<file path="config.mk">
export PLATFORM = sky130hd
export DESIGN_NAME = spriteDmaUnit
export DESIGN_NICKNAME = d
export VERILOG_FILES = /design/src/common/apuBusPkg.sv /design/src/common/spriteDmaPkg.sv /design/src/spriteDma/spriteDmaAddr.sv /design/src/spriteDma/spriteDmaControl.sv /design/src/spriteDma/spriteDmaBuffer.sv /design/src/addressBusMux.sv /design/src/spriteDmaUnit.sv
export SDC_FILE = /design/constraint.sdc
export NUM_CORES = 1
export LEC_CHECK = 0
export ABC_AREA = 1
export ABC_CLOCK_PERIOD_IN_PS = 1100
export BUFFER_PORTS_ARGS = -buffer_cell sky130_fd_sc_hd__clkbuf_2
export CAP_MARGIN = 10
export CORE_MARGIN = 2
export CORE_UTILIZATION = 39
export CTS_BUF_LIST = sky130_fd_sc_hd__clkbuf_8 sky130_fd_sc_hd__clkbuf_16
export CTS_CLUSTER_DIAMETER = 40
export DETAILED_ROUTE_END_ITERATION = 10
export HOLD_SLACK_MARGIN = 0.1
export PLACE_DENSITY_LB_ADDON = 0.15
export SYNTH_ARGS = -nofsm -noshare
export SYNTH_HDL_FRONTEND = slang
export SYNTH_SLANG_ARGS = --single-unit
</file>
<file path="constraint.sdc">
create_clock -name aclk -period 1.1 [get_ports aclk]
set_input_delay 0.165 -clock aclk [delete_from_list [all_inputs] [get_ports aclk]]
set_output_delay 0.165 -clock aclk [all_outputs]
set_load 0.05 [all_outputs]
</file>
<file path="src/common/apuBusPkg.sv">
// Bus-level types of the APU, shared by the sprite DMA RTL and its testbench
// Holds the address word and one processor bus cycle
package apuBusPkg;

	// Address split into page and offset within the page
	typedef struct packed {
		logic [7:0] hi;    // Page
		logic [7:0] lo;    // Offset
	} addrBytesT;

	// One address word, read whole by the bus side and built by bytes on the DMA side
	typedef union packed {
		logic [15:0] word;
		addrBytesT   bytes;
	} addrWordU;

	// One bus cycle as it leaves the APU
	typedef struct packed {
		addrWordU   addr;
		logic       rnw;     // 1 = read
		logic [7:0] data;    // Write data, don't care on reads
	} busCycleT;

endpackage

</file>
<file path="src/common/spriteDmaPkg.sv">
// Control types of the sprite DMA block
// Used by the sequencer and by every block that follows its strobes
package spriteDmaPkg;

	// Direction of the current sprite cycle
	typedef enum logic {
		phaseGet = 1'b0,    // RAM to buffer
		phasePut = 1'b1     // Buffer to OAM port
	} dmaPhaseT;

	// Per-cycle strobes from the sequencer
	typedef struct packed {
		logic sprCpu;       // Sprite get on the bus
		logic sprPpu;       // Sprite put on the bus
		logic step;         // Advance the low counter
	} sprStrobesT;

endpackage

</file>
<file path="src/spriteDma/spriteDmaAddr.sv">
// Sprite DMA source address: page from the $4014 write, low byte counted per put
module spriteDmaAddr import apuBusPkg::*, spriteDmaPkg::*; (
	input  logic       aclk,
	input  logic       rstN,
	input  logic       load,
	input  logic [7:0] page,
	input  sprStrobesT strobes,
	output addrWordU   sprAddr,
	output logic       endCount
);

	logic [7:0] pageQ;
	logic [7:0] lowQ;

	always_ff @(posedge aclk) begin
		if (load) begin
			pageQ <= page;                // Byte written to $4014
		end
	end

	always_ff @(posedge aclk) begin
		if (!rstN) begin
			lowQ <= 8'h00;
		end else if (load) begin
			lowQ <= 8'h00;                // Every transfer starts at offset 00
		end else if (strobes.step) begin
			lowQ <= lowQ + 8'd1;
		end
	end

	always_comb begin
		sprAddr.bytes.hi = pageQ;
		sprAddr.bytes.lo = lowQ;
	end

	// High during the last byte, so the put at FF ends the transfer
	assign endCount = (lowQ == 8'hFF);

	// A reload must never race a counter step from the sequencer
	assert property (@(posedge aclk) disable iff (!rstN)
		!(load && strobes.step))
		else $error("spriteDmaAddr: load and step in the same cycle");

endmodule

</file>
<file path="src/spriteDma/spriteDmaControl.sv">
// Sprite DMA sequencer: after the $4014 write it waits for a processor read,
// then alternates get and put cycles and holds the processor off through rdy
module spriteDmaControl import spriteDmaPkg::*; (
	input  logic       aclk,
	input  logic       rstN,
	input  logic       w4014,
	input  logic       cpuRnw,
	input  logic       runDmc,
	input  logic       dmcRdy,
	input  logic       endCount,
	output sprStrobesT strobes,
	output logic       rdy
);

	logic     startPending;    // Armed by $4014, waits for a read cycle
	logic     active;          // Transfer running, cleared by the last put
	dmaPhaseT phase;           // Get/put toggle
	logic     beginDma;
	logic     running;
	logic     advance;
	logic     lastPut;
	logic     accept;

	// The processor ignores a halt on write cycles, so DMA only
	// starts once the halted cycle is a read
	assign beginDma = startPending & cpuRnw;
	assign running  = active | beginDma;
	assign advance  = running & ~runDmc;       // DMC owns the bus otherwise
	assign lastPut  = strobes.sprPpu & endCount;
	assign accept   = w4014 & ~active & ~beginDma;

	always_comb begin
		strobes        = '0;
		strobes.sprCpu = advance & (phase == phaseGet);
		strobes.sprPpu = advance & (phase == phasePut);
		strobes.step   = advance & (phase == phasePut);   // Count after each put
	end

	always_ff @(posedge aclk) begin
		if (!rstN) begin
			startPending <= 1'b0;
		end else if (accept) begin
			startPending <= 1'b1;
		end else if (beginDma) begin
			startPending <= 1'b0;        // Handed over to active
		end
	end

	always_ff @(posedge aclk) begin
		if (!rstN) begin
			active <= 1'b0;
		end else if (lastPut) begin
			active <= 1'b0;
		end else if (beginDma) begin
			active <= 1'b1;
		end
	end

	// Toggle only moves on cycles the DMA actually owns; a first read
	// landing on a put phase becomes an idle alignment cycle
	always_ff @(posedge aclk) begin
		if (!rstN) begin
			phase <= phaseGet;
		end else if (advance) begin
			phase <= (phase == phaseGet) ? phasePut : phaseGet;
		end
	end

	// Processor halted from the cycle after $4014 until the cycle after the last put
	assign rdy = ~(startPending | active) & dmcRdy;

	assert property (@(posedge aclk) disable iff (!rstN)
		!(strobes.sprCpu && strobes.sprPpu))
		else $error("spriteDmaControl: get and put in one cycle");

	// DMC stall freezes all sprite traffic
	assert property (@(posedge aclk) disable iff (!rstN)
		runDmc |-> !(strobes.sprCpu || strobes.sprPpu || strobes.step))
		else $error("spriteDmaControl: sprite strobe during DMC stall");

	// Processor must already be halted on any sprite cycle
	assert property (@(posedge aclk) disable iff (!rstN)
		(strobes.sprCpu || strobes.sprPpu) |-> !rdy)
		else $error("spriteDmaControl: sprite cycle with rdy high");

	// A $4014 write mid-transfer must not arm another transfer
	assert property (@(posedge aclk) disable iff (!rstN)
		(w4014 && active) |=> !startPending)
		else $error("spriteDmaControl: w4014 accepted during transfer");

endmodule

</file>
<file path="src/spriteDma/spriteDmaBuffer.sv">
// One-byte sprite DMA buffer: RAM byte taken on a get, sent to the OAM port on the put
module spriteDmaBuffer import spriteDmaPkg::*; (
	input  logic       aclk,
	input  logic       rstN,
	input  sprStrobesT strobes,
	input  logic [7:0] dbIn,
	output logic [7:0] bufData
);

	logic holding;    // A get has filled the buffer since the last put

	always_ff @(posedge aclk) begin
		if (strobes.sprCpu) begin
			bufData <= dbIn;             // RAM answers within the get cycle
		end
	end

	always_ff @(posedge aclk) begin
		if (!rstN) begin
			holding <= 1'b0;
		end else if (strobes.sprCpu) begin
			holding <= 1'b1;
		end else if (strobes.sprPpu) begin
			holding <= 1'b0;
		end
	end

	// Put must never send a stale or empty buffer
	assert property (@(posedge aclk) disable iff (!rstN)
		strobes.sprPpu |-> holding)
		else $error("spriteDmaBuffer: put without a preceding get");

endmodule

</file>
<file path="src/addressBusMux.sv">
// Bus arbitration between sprite DMA, DMC DMA and the processor
// Fixed priority: sprite put, sprite get, DMC, then the processor cycle
module addressBusMux import apuBusPkg::*, spriteDmaPkg::*; #(
	parameter logic [15:0] OAM_PORT = 16'h2004
) (
	input  sprStrobesT strobes,
	input  logic       dmcAb,
	input  addrWordU   dmcAddr,
	input  addrWordU   sprAddr,
	input  logic [7:0] bufData,
	input  busCycleT   cpuBus,
	output busCycleT   bus
);

	always_comb begin
		bus = cpuBus;                        // Processor owns the bus by default
		if (strobes.sprPpu) begin
			bus.addr.word = OAM_PORT;        // Buffer to video chip
			bus.rnw       = 1'b0;
			bus.data      = bufData;
		end else if (strobes.sprCpu) begin
			bus.addr = sprAddr;              // RAM to buffer
			bus.rnw  = 1'b1;
		end else if (dmcAb) begin
			bus.addr = dmcAddr;              // Sample fetch
			bus.rnw  = 1'b1;
		end
	end

endmodule

</file>
<file path="src/spriteDmaUnit.sv">
// Sprite DMA block of the APU with bus arbitration
// Connects address, sequencer, buffer and bus multiplexer
module spriteDmaUnit import apuBusPkg::*, spriteDmaPkg::*; #(
	parameter logic [15:0] OAM_PORT = 16'h2004
) (
	input  logic       aclk,
	input  logic       rstN,
	input  busCycleT   cpuBus,     // Cycle the processor wants
	input  logic       w4014,
	input  logic [7:0] cpuData,
	input  logic [7:0] dbIn,       // Read data from RAM
	input  logic       runDmc,
	input  logic       dmcAb,
	input  logic       dmcRdy,
	input  addrWordU   dmcAddr,
	output busCycleT   bus,
	output logic       rdy
);

	sprStrobesT strobes;
	addrWordU   sprAddr;
	logic       endCount;
	logic [7:0] bufData;

	spriteDmaAddr u_spriteDmaAddr (
		.aclk    (aclk),
		.rstN    (rstN),
		.load    (w4014),
		.page    (cpuData),
		.strobes (strobes),
		.sprAddr (sprAddr),
		.endCount(endCount)
	);

	spriteDmaControl u_spriteDmaControl (
		.aclk    (aclk),
		.rstN    (rstN),
		.w4014   (w4014),
		.cpuRnw  (cpuBus.rnw),
		.runDmc  (runDmc),
		.dmcRdy  (dmcRdy),
		.endCount(endCount),
		.strobes (strobes),
		.rdy     (rdy)
	);

	spriteDmaBuffer u_spriteDmaBuffer (
		.aclk   (aclk),
		.rstN   (rstN),
		.strobes(strobes),
		.dbIn   (dbIn),
		.bufData(bufData)
	);

	addressBusMux #(
		.OAM_PORT(OAM_PORT)
	) u_addressBusMux (
		.strobes(strobes),
		.dmcAb  (dmcAb),
		.dmcAddr(dmcAddr),
		.sprAddr(sprAddr),
		.bufData(bufData),
		.cpuBus (cpuBus),
		.bus    (bus)
	);

endmodule

</file>
==> results of run 1 <==
[worst register-to-register path, stage by stage, from the launching register on]
cell	delay, ns
dfxtp_2	0.35
nand2_2	0.07
nand2_4	0.09
buf_4	0.13
nand3_4	0.17
buf_4	0.24
nor2_1	0.14
nand2_1	0.07
nand2_1	0.05
nor2_1	0.03
[stage by stage]
stage | setup slack, ns | area (um^2) | utilization [%] | hold slack (ns)
5_1_grt | -0.634 | 3130 | 84.3 | 0.136
3_3_place_gp | -0.325 | 2600 | 70.1 | 0.342
3_5_place_dp | -0.351 | 2600 | 70.1 | 0.344
6_report | -0.578 | 3130 | 84.3 | 0.120
4_1_cts | -0.578 | 3110 | 83.6 | 0.121
2_1_floorplan | -0.323 | 1900 | - | 0.264
[area by class of cell]
cell class                      count  area [um^2]
Clock inverter                      1         7.51
Tap cell                           48         60.1
Inverter                           16         63.8
Multi-Input combinational cell    139         1130
Clock buffer                        3         41.3
Sequential cell                    27          704
Fill cell                         210          582
Timing Repair Buffer              129         1130
[synthesized netlist by cell type]
master | count | area share (%)
edfxtp_1 | 16 | 31
a21oi_1 | 8 | 2.6
buf_8 | 1 | 0.98
nand2_1 | 61 | 15
nor3_1 | 1 | 0.33
nor2_4 | 1 | 0.74
dfxtp_1 | 11 | 14
buf_4 | 2 | 0.98
ha_1 | 1 | 0.82
nor3b_1 | 2 | 0.98
nand3_1 | 4 | 1.3
nor2_1 | 17 | 4.2
o22ai_1 | 4 | 1.6
nor2_8 | 1 | 1.3
nand2_8 | 1 | 1.3
o21ai_0 | 19 | 6.2
nand2_2 | 2 | 0.82
a22oi_1 | 1 | 0.49
or2_2 | 4 | 1.6
nand2_4 | 1 | 0.74
buf_2 | 3 | 0.98
a21boi_0 | 1 | 0.49
inv_1 | 16 | 3.9
mux2i_1 | 9 | 5.9
nand3_2 | 1 | 0.66
[power groups by stage]
| stage | clock, W | combinational (W) | sequential (W) |
|---|---|---|---|
| 6_report | 0.000589 | 0.00133 | 0.00115 |
| 5_1_grt | 0.000641 | 0.00139 | 0.00115 |
| 4_1_cts | 0.000586 | 0.00128 | 0.00115 |
| 3_5_place_dp | 0 | 0.00108 | 0.00117 |
| 3_3_place_gp | 0 | 0.00106 | 0.00117 |
| 2_1_floorplan | 0 | 0.000707 | 0.00116 |
[registers in the layout (all words and copies together), names as in the netlist]
register	count
u_spriteDmaBuffer.bufData	8
u_spriteDmaControl.phase	1
u_spriteDmaControl.startPending	1
u_spriteDmaAddr.lowQ	8
u_spriteDmaControl.active	1
u_spriteDmaAddr.pageQ	8
[final timing paths]
check,startpoint,endpoint,slack [ns],cells past startpoint
max,u_spriteDmaControl.startPending$_SDFFE_PN0P_,bus[0],-0.58,7
min,rstN,u_spriteDmaControl.phase$_SDFFE_PN0N_,0.12,3
max reg2reg,u_spriteDmaControl.startPending$_SDFFE_PN0P_,u_spriteDmaAddr.lowQ[5]$_SDFFE_PP0P_,-0.32,9
min reg2reg,u_spriteDmaAddr.lowQ[3]$_SDFFE_PP0P_,u_spriteDmaAddr.lowQ[3]$_SDFFE_PP0P_,0.54,2
[logic make-up after synthesis]
group                    after synthesis  synth area share (%)
AO/OA/AOI/OAI                         33                  11.5
adder cells (fa/ha/maj)                1                 0.820
buffers and inverters                 22                  6.88
flip-flops                            27                  45.9
multiplexers                           9                  5.90
AND/OR/NAND/NOR                       96                  29.0
[metal layers]
metal,up-vias,part of all wire [%]
met5,-,0
met4,0,2.9
met3,10,4.4
met2,66,56
met1,784,37
li1,871,-
[what timing repair did]
item,CTS,global route
gates resized for setup,63,14
setup endpoints to repair,44,44
setup buffers,2,0
hold buffers,16,0
gates cloned,1,0
hold endpoints to repair,16,0
pin swaps,8,4
==> results.yml, run 1 <==
clock_tree:
  numClockSinks: 27
  cts_tree: "built"
  h-tree-depth: 1
  clk_latency_ns: 0.27
  cts-root-buf: "clkbuf_8"
  clkTransAtPathRegs_ns: 0.10
  clock_path_buffers: 2
  cts_buffers: 3
global_route:
  grt_usage_pct: 25.6
  use_met1_pct: 27.5
  grt_pass1_wl_um: 8420
  overflow: 0
  grt_pass1_vias: 1860
  met3_usage_pct: 2.70
  grt_max_degree: 17
  antenna_found_initial: 0
  use_met2_pct: 50.6
  busiest_layer: "met2"
outcome:
  violations: "negative setup slack"
  outcome: "complete, but fails checks"
worst_hold_path:
  hold_class: "in2reg"
yosys:
  syn_nets: 252
  syn-cell-area_um2: 1530
  synth_cell_types: 25
  avgSynthCellArea_um2: 8.12
  yosys_warnings: 0
  ys_seq_elements: 27
  syn-instance-count: 188
  yosysSeqAreaShare_pct: 45.9
power_and_ir_drop:
  p_clk_share_pct: 19.2
  p_int_w: 0.00199
  ir_drop_mv: 0.622
  power.density_nw_per_um2: 977
  combPwrFrac_pct: 43.3
  p_seq_share_pct: 37.5
  switching_share_pct: 35.2
  p_leak_nw: 1.40
  p_switching_w: 0.00108
  p_total_w: 0.00306
setup_path:
  path_common_cell: "nand2_2"
  path_cells: "nand2_2 -> nand2_4 -> buf_4 -> nand3_4 -> nand2_2 -> nand2_8 -> clkbuf_4"
  arrival_ns: 1.51
  critPathCaptureType: "primary output"
  worst_setup_path_start_kind: "flip-flop"
  crit_family: "simple AND/OR/NAND/NOR gates"
  critPathKind: "reg2out"
  cp_max_fo: 9
  critPathMaxStageDelay_ns: 0.35
  crit_path_top_delay_cell: "dfxtp_2"
  crit_required_ns: 0.94
  worst-path-buf-inv: 2
floorplanning:
  core_um2: 3720
  initial_core_util_pct: 41.1
  dieArea_um2: 4430
  die_h_um: 66.6
  io_pins: 89
  rows: 22
  die_x_um: 66.6
cells_and_area:
  areaGrowthSynthToFinish_pct: 105
  instances_no_fill: 363
  layout_common_cells: "62 x clkbuf_2, 35 x nand2_1, 19 x buf_4"
  fin_nets: 380
  layout-drive-gt1-share_pct: 56.8
  final_common_cell: "clkbuf_2"
  diodes: 0
run:
  maxCapViolations: 0
routing:
  vias: 1731
  drc: 0
  wirelength_um: 5290
  antenna_left: 0
  drt_pass1_iterations: 4
  drt_iter0_markers: 117
  drt-vias-per-instance: 4.77
  wl_per_cell_um: 14.6
timing:
  fin_skew_ns: 0.00250
  max-slew-margin-rel_pct: 75.2
  finalSetupTns_ns: -16.92
  post-route-period-util_pct: 153
  finalWorstSetupSlack_ns: -0.578
  fin_crit_ns: 1.68
  finalSetupViolCount: 44
  rsz0062_at_grt: "true"
  max_freq_mhz: 596
  drv_slew: 0
  worst_pin_slew_ns: 0.367
  hold_viol: 0
place:
  dp.cells: 341
  place.gp.congestion: 0.814
  place.port_buffers: 88
  dp_hpwl_um: 3620
Note: power is estimated with default switching activity, not from simulation.
==> run 2, diff against run 1 <==
--- a/config.mk
+++ b/config.mk
@@ -7,7 +7,7 @@
 export LEC_CHECK = 0
 export ABC_AREA = 1
 export ABC_CLOCK_PERIOD_IN_PS = 1100
-export BUFFER_PORTS_ARGS = -buffer_cell sky130_fd_sc_hd__clkbuf_2
+export BUFFER_PORTS_ARGS = -buffer_cell sky130_fd_sc_hd__buf_2
 export CAP_MARGIN = 10
 export CORE_MARGIN = 2
 export CORE_UTILIZATION = 39
==> run 2 against run 1 <==
Against the previous run:
- the flow still finishes with violations (negative setup slack)
- global-route usage fell by 0.86 points
- die area is the same
- non-clock buffer count increased by 3
- cell count is 0.83% higher
- maximum frequency shrank 0.19%
- power shrank 2.6%
- design area shrank 0.28%
- largest cell class unchanged
- core utilization decreased by 0.24 points
- clock skew increased by 0.0050 ns
- via count increased by 2.0%
- combinational power down 5%
==> results.yml, run 2 (synthesis results as in run 1) <==
clock_tree:
  cts_tree: "built"
  clk_latency_ns: 0.27
  clkTransAtPathRegs_ns: 0.09
  clock_path_buffers: 2
  cts-root-buf: "clkbuf_8"
  h-tree-depth: 1
  cts_buffers: 3
  numClockSinks: 27
power_and_ir_drop:
  p_leak_nw: 1.38
  power.density_nw_per_um2: 955
  ir_drop_mv: 0.723
routing:
  drc: 0
  antenna_left: 0
  drt-vias-per-instance: 4.83
  drt_iter0_markers: 67
  vias: 1766
  wl_per_cell_um: 14.3
  drt_pass1_iterations: 4
  wirelength_um: 5240
cells_and_area:
  fin_nets: 383
  diodes: 0
  fin_area_um2: 3130
  top_regs: "u_spriteDmaAddr.lowQ x8, u_spriteDmaAddr.pageQ x8, u_spriteDmaBuffer.bufData x8"
  areaGrowthSynthToFinish_pct: 105
  layout-drive-gt1-share_pct: 60.4
  layout_common_cells: "62 x buf_2, 34 x nand2_1, 20 x buf_6, 20 x buf_4"
  final_common_cell: "buf_2"
floorplanning:
  initial_core_util_pct: 41.1
  io_pins: 89
  dieArea_um2: 4430
  core_um2: 3720
  die_x_um: 66.6
  rows: 22
  die_h_um: 66.6
timing:
  rsz0062_at_grt: "true"
  fin_crit_ns: 1.68
  post-route-period-util_pct: 153
  worst_pin_slew_ns: 0.426
  drv_slew: 0
  finalWorstSetupSlack_ns: -0.581
  max_freq_mhz: 595
  hold_viol: 0
  whs_ns: 0.134
  fin_skew_ns: 0.00752
  max-slew-margin-rel_pct: 71.3
  finalSetupViolCount: 44
  finalSetupTns_ns: -17.58
worst_hold_path:
  hold_class: "in2reg"
setup_path:
  cp_max_fo: 9
  critPathCaptureType: "primary output"
  crit_required_ns: 0.94
  arrival_ns: 1.52
  critPathKind: "reg2out"
  worst_setup_path_start_kind: "flip-flop"
outcome:
  outcome: "complete, but fails checks"
  violations: "negative setup slack"
place:
  placed_area_um2: 2560
  place.gp.congestion: 0.844
  place.port_buffers: 88
  dp_hpwl_um: 3610
global_route:
  grt_usage_pct: 24.7
  grt_pass1_wl_um: 8160
  overflow: 0
  grt_pass1_vias: 1787
  grt_max_degree: 16
  antenna_found_initial: 0
run:
  maxCapViolations: 0
## run 2: path summary, 6_finish.rpt
kind	startpoint	endpoint	slack (ns)	cells after the start
setup reg to reg	u_spriteDmaControl.startPending$_SDFFE_PN0P_	u_spriteDmaAddr.lowQ[5]$_SDFFE_PP0P_	-0.43	10
hold reg to reg	u_spriteDmaAddr.lowQ[3]$_SDFFE_PP0P_	u_spriteDmaAddr.lowQ[3]$_SDFFE_PP0P_	0.54	2
hold / removal	rstN	u_spriteDmaControl.phase$_SDFFE_PN0N_	0.13	3
setup / recovery	u_spriteDmaControl.startPending$_SDFFE_PN0P_	bus[3]	-0.58	7
## run 2: critical path, cell delays in order (launching register included)
cell	delay, ns
dfxtp_2	0.34
nand2_2	0.06
nand2_4	0.10
buf_4	0.13
nand3_4	0.21
nand2_2	0.20
nand2_8	0.05
buf_8	0.14
## run 2: area by class of cell
type                    count  area, um^2
fillers                   217         591
well taps                  48        60.1
inverters                  16        63.8
multi-input cells         139        1170
flip-flops and latches     27         704
clock buffers               3        41.3
clock inverters             1        5.00
repair buffers            132        1080
## run 2: per-stage QoR
stage               std cells  total power [W]  worst slack (ns)  utilization (%)
detailed placement        343          0.00218            -0.387             68.8
global route              366          0.00313            -0.680             84.1
global placement          343          0.00217            -0.338             68.8
finish                    366          0.00298            -0.581             84.1
CTS                       365          0.00296            -0.558             82.7
floorplan                 188          0.00187            -0.323                -
## run 2: where the power goes
part,internal (W),leakage [nW],total [W],switching (W)
combinational,0.000560,1.12,0.00127,0.000712
clock,0.000254,0.0255,0.000561,0.000307
sequential,0.00112,0.242,0.00115,0.0000288
total,0.00194,1.38,0.00298,0.00105
## run 2: layer usage
| metal | up-vias | wire length [um] | global-route usage (%) |
|---|---|---|---|
| li1 | 880 | - | - |
| met1 | 807 | 1940 | 28.8 |
| met2 | 71 | 2880 | 45.8 |
| met3 | 8 | 342 | 4.39 |
| met4 | 0 | 80 | 7.14 |
| met5 | - | 0 | 0 |
## run 2: repair_timing
action / in CTS / in global routing
cloned: 1 / 0
resized for setup: 89 / 15
hold buffers: 16 / 0
setup buffers: 3 / 2
endpoints found under the setup margin: 44 / 44
hold endpoints to repair: 16 / 0
pin swaps: 9 / 5
==> run 3, diff against run 2 <==
--- a/config.mk
+++ b/config.mk
@@ -6,11 +6,11 @@
 export NUM_CORES = 1
 export LEC_CHECK = 0
 export ABC_AREA = 1
-export ABC_CLOCK_PERIOD_IN_PS = 1100
+export ABC_CLOCK_PERIOD_IN_PS = 1800
 export BUFFER_PORTS_ARGS = -buffer_cell sky130_fd_sc_hd__buf_2
 export CAP_MARGIN = 10
 export CORE_MARGIN = 2
-export CORE_UTILIZATION = 39
+export CORE_UTILIZATION = 43
 export CTS_BUF_LIST = sky130_fd_sc_hd__clkbuf_8 sky130_fd_sc_hd__clkbuf_16
 export CTS_CLUSTER_DIAMETER = 40
 export DETAILED_ROUTE_END_ITERATION = 10
==> constraint.sdc (replaced) <==
create_clock -name aclk -period 1.8 [get_ports aclk]
set_input_delay 0.27 -clock aclk [delete_from_list [all_inputs] [get_ports aclk]]
set_output_delay 0.27 -clock aclk [all_outputs]
set_load 0.05 [all_outputs]
==> run 3 against run 2 <==
Against the previous run:
- the run still ends with negative setup slack left
- cell count is 7.4% lower
- via count decreased by 6.8%
- sequential share of layout area rose by 6.7 points
- non-clock buffer count fell by 26
- flip-flop and latch count unchanged
- global-route usage shrank 3.3 points
- worst setup slack improved by 0.52 ns
- core utilization shrank 13 points
- design area down 23%
- wire length is 13% lower
- sequential power fell by 39%
- count of clock-buffer cells in the layout unchanged
- critical path type unchanged
==> results.yml, run 3 (synthesis results as in run 1) <==
cells_and_area:
  final_common_cell: "buf_2"
  diodes: 0
  fin_nets: 358
  layout_common_cells: "63 x buf_2, 58 x nand2_1, 22 x buf_4"
  layout-drive-gt1-share_pct: 48.1
  fin_area_um2: 2400
  areaGrowthSynthToFinish_pct: 57.1
  top_regs: "u_spriteDmaAddr.lowQ x8, u_spriteDmaAddr.pageQ x8, u_spriteDmaBuffer.bufData x8"
  instances_no_fill: 339
timing:
  post-route-period-util_pct: 103
  hold_viol: 0
  whs_ns: 0.159
  fin_crit_ns: 1.86
  finalWorstSetupSlack_ns: -0.0607
  drv_slew: 0
  max-slew-margin-rel_pct: 66.3
  worst_pin_slew_ns: 0.503
  fin_skew_ns: 0.00919
  finalSetupViolCount: 11
  max_freq_mhz: 537
  rsz0062_at_grt: "true"
worst_hold_path:
  hold_class: "in2reg"
  whs_path_depth: 1
  hold_start: "dbIn[4]"
power_and_ir_drop:
  p_seq_share_pct: 42.1
  p_leak_nw: 1.13
  p_int_w: 0.00107
  power.density_nw_per_um2: 691
  switching_share_pct: 35.2
  ir_drop_mv: 0.585
  p_switching_w: 0.000584
  p_total_w: 0.00166
  p_clk_share_pct: 21.1
  combPwrFrac_pct: 36.8
floorplanning:
  dieArea_um2: 4040
  initial_core_util_pct: 45.4
  rows: 21
  die_x_um: 63.6
  core_um2: 3360
  die_h_um: 63.6
  io_pins: 89
routing:
  wl_per_cell_um: 13.5
  drt-vias-per-instance: 4.86
  vias: 1646
  drc: 0
  drt_iter0_markers: 76
  drt_pass1_iterations: 4
  antenna_left: 0
  wirelength_um: 4570
clock_tree:
  cts-root-buf: "clkbuf_8"
  cts_buffers: 3
  numClockSinks: 27
  cts_tree: "built"
  clk_latency_ns: 0.28
  clkTransAtPathRegs_ns: 0.10
  cts_hold_buf: 0
  clock_path_buffers: 2
  h-tree-depth: 1
setup_path:
  cp-endpoint: "bus[20]"
  r2r-start: "u_spriteDmaControl.startPending$_SDFFE_PN0P_"
  reg2reg_slack_ns: 0.19
  r2r_end: "u_spriteDmaBuffer.bufData[5]$_DFFE_PP_"
  crit_start: "u_spriteDmaControl.startPending$_SDFFE_PN0P_"
  cp_max_fo: 7
  critPathCaptureType: "primary output"
  critPathKind: "reg2out"
  arrival_ns: 1.59
  worst_setup_path_start_kind: "flip-flop"
  crit_required_ns: 1.53
  r2r_cells: 8
global_route:
  grt_pass1_wl_um: 6800
  grt_pass1_vias: 1539
  antenna_found_initial: 0
  grt_max_degree: 16
  overflow: 0
  grt_usage_pct: 21.4
run:
  maxCapViolations: 0
place:
  place.port_buffers: 88
  dp.cells: 321
  placed_area_um2: 2020
  place.gp.congestion: 0.830
  dp_hpwl_um: 3180
outcome:
  violations: "negative setup slack"
  outcome: "complete, but fails checks"
-- run 3: per-layer routing --
metal  vias up  part of all wire, %  GRT usage (%)
met5         -                    0              0
met4         0                  1.7           4.89
met3         7                  5.8           3.39
met2        66                   52           39.6
met1       746                   40           25.9
li1        827                    -              -
-- run 3: worst min path at each step --
stage	to	slack (ns)
4_1_cts	u_spriteDmaBuffer.bufData[4]$_DFFE_PP_	0.16
5_1_grt	u_spriteDmaBuffer.bufData[2]$_DFFE_PP_	0.16
2_1_floorplan	u_spriteDmaAddr.pageQ[0]$_DFFE_PP_	0.37
3_5_place_dp	u_spriteDmaAddr.pageQ[4]$_DFFE_PP_	0.45
3_3_place_gp	u_spriteDmaAddr.pageQ[5]$_DFFE_PP_	0.45
6_report	u_spriteDmaBuffer.bufData[4]$_DFFE_PP_	0.16
-- run 3: layout make-up --
class / instances / area (um^2)
clock buffer: 3 / 41.3
clock inverter: 1 / 3.75
fill: 286 / 965
inverter: 16 / 66.3
multi-input combinational: 139 / 798
sequential: 27 / 702
tap: 46 / 57.6
timing repair buffer: 106 / 722
timing repair inverter: 1 / 7.51
-- run 3: through the flow --
step | setup slack, ns | util [%] | setup TNS [ns]
6_report | -0.0607 | 71.3 | -0.364
5_1_grt | -0.152 | 71.3 | -1.53
4_1_cts | -0.0643 | 66.1 | -0.473
3_5_place_dp | 0.0851 | 60.0 | 0
3_3_place_gp | 0.128 | 60.0 | 0
2_1_floorplan | -0.369 | - | -3.22
-- run 3: what timing repair did --
item,CTS,global route
endpoints found under the setup margin,24,25
gates resized for setup,49,39
setup buffers,4,9
pin swaps,6,7
cloned,1,0
-- run 3: power by group through the flow --
stage	registers (W)	logic, W	clock network, W
2_1_floorplan	0.000707	0.000332	0
3_3_place_gp	0.000708	0.000475	0
3_5_place_dp	0.000708	0.000478	0
4_1_cts	0.000696	0.000558	0.000348
5_1_grt	0.000700	0.000646	0.000373
6_report	0.000697	0.000611	0.000350
-- run 3: worst max-delay path, stage by stage (launching register included) --
cell,delay [ns]
dfxtp_2,0.35
nand2_2,0.07
nand2_4,0.09
nand2_8,0.10
nor2_4,0.21
buf_6,0.16
nand2_1,0.07
o21ai_2,0.08
buf_6,0.18
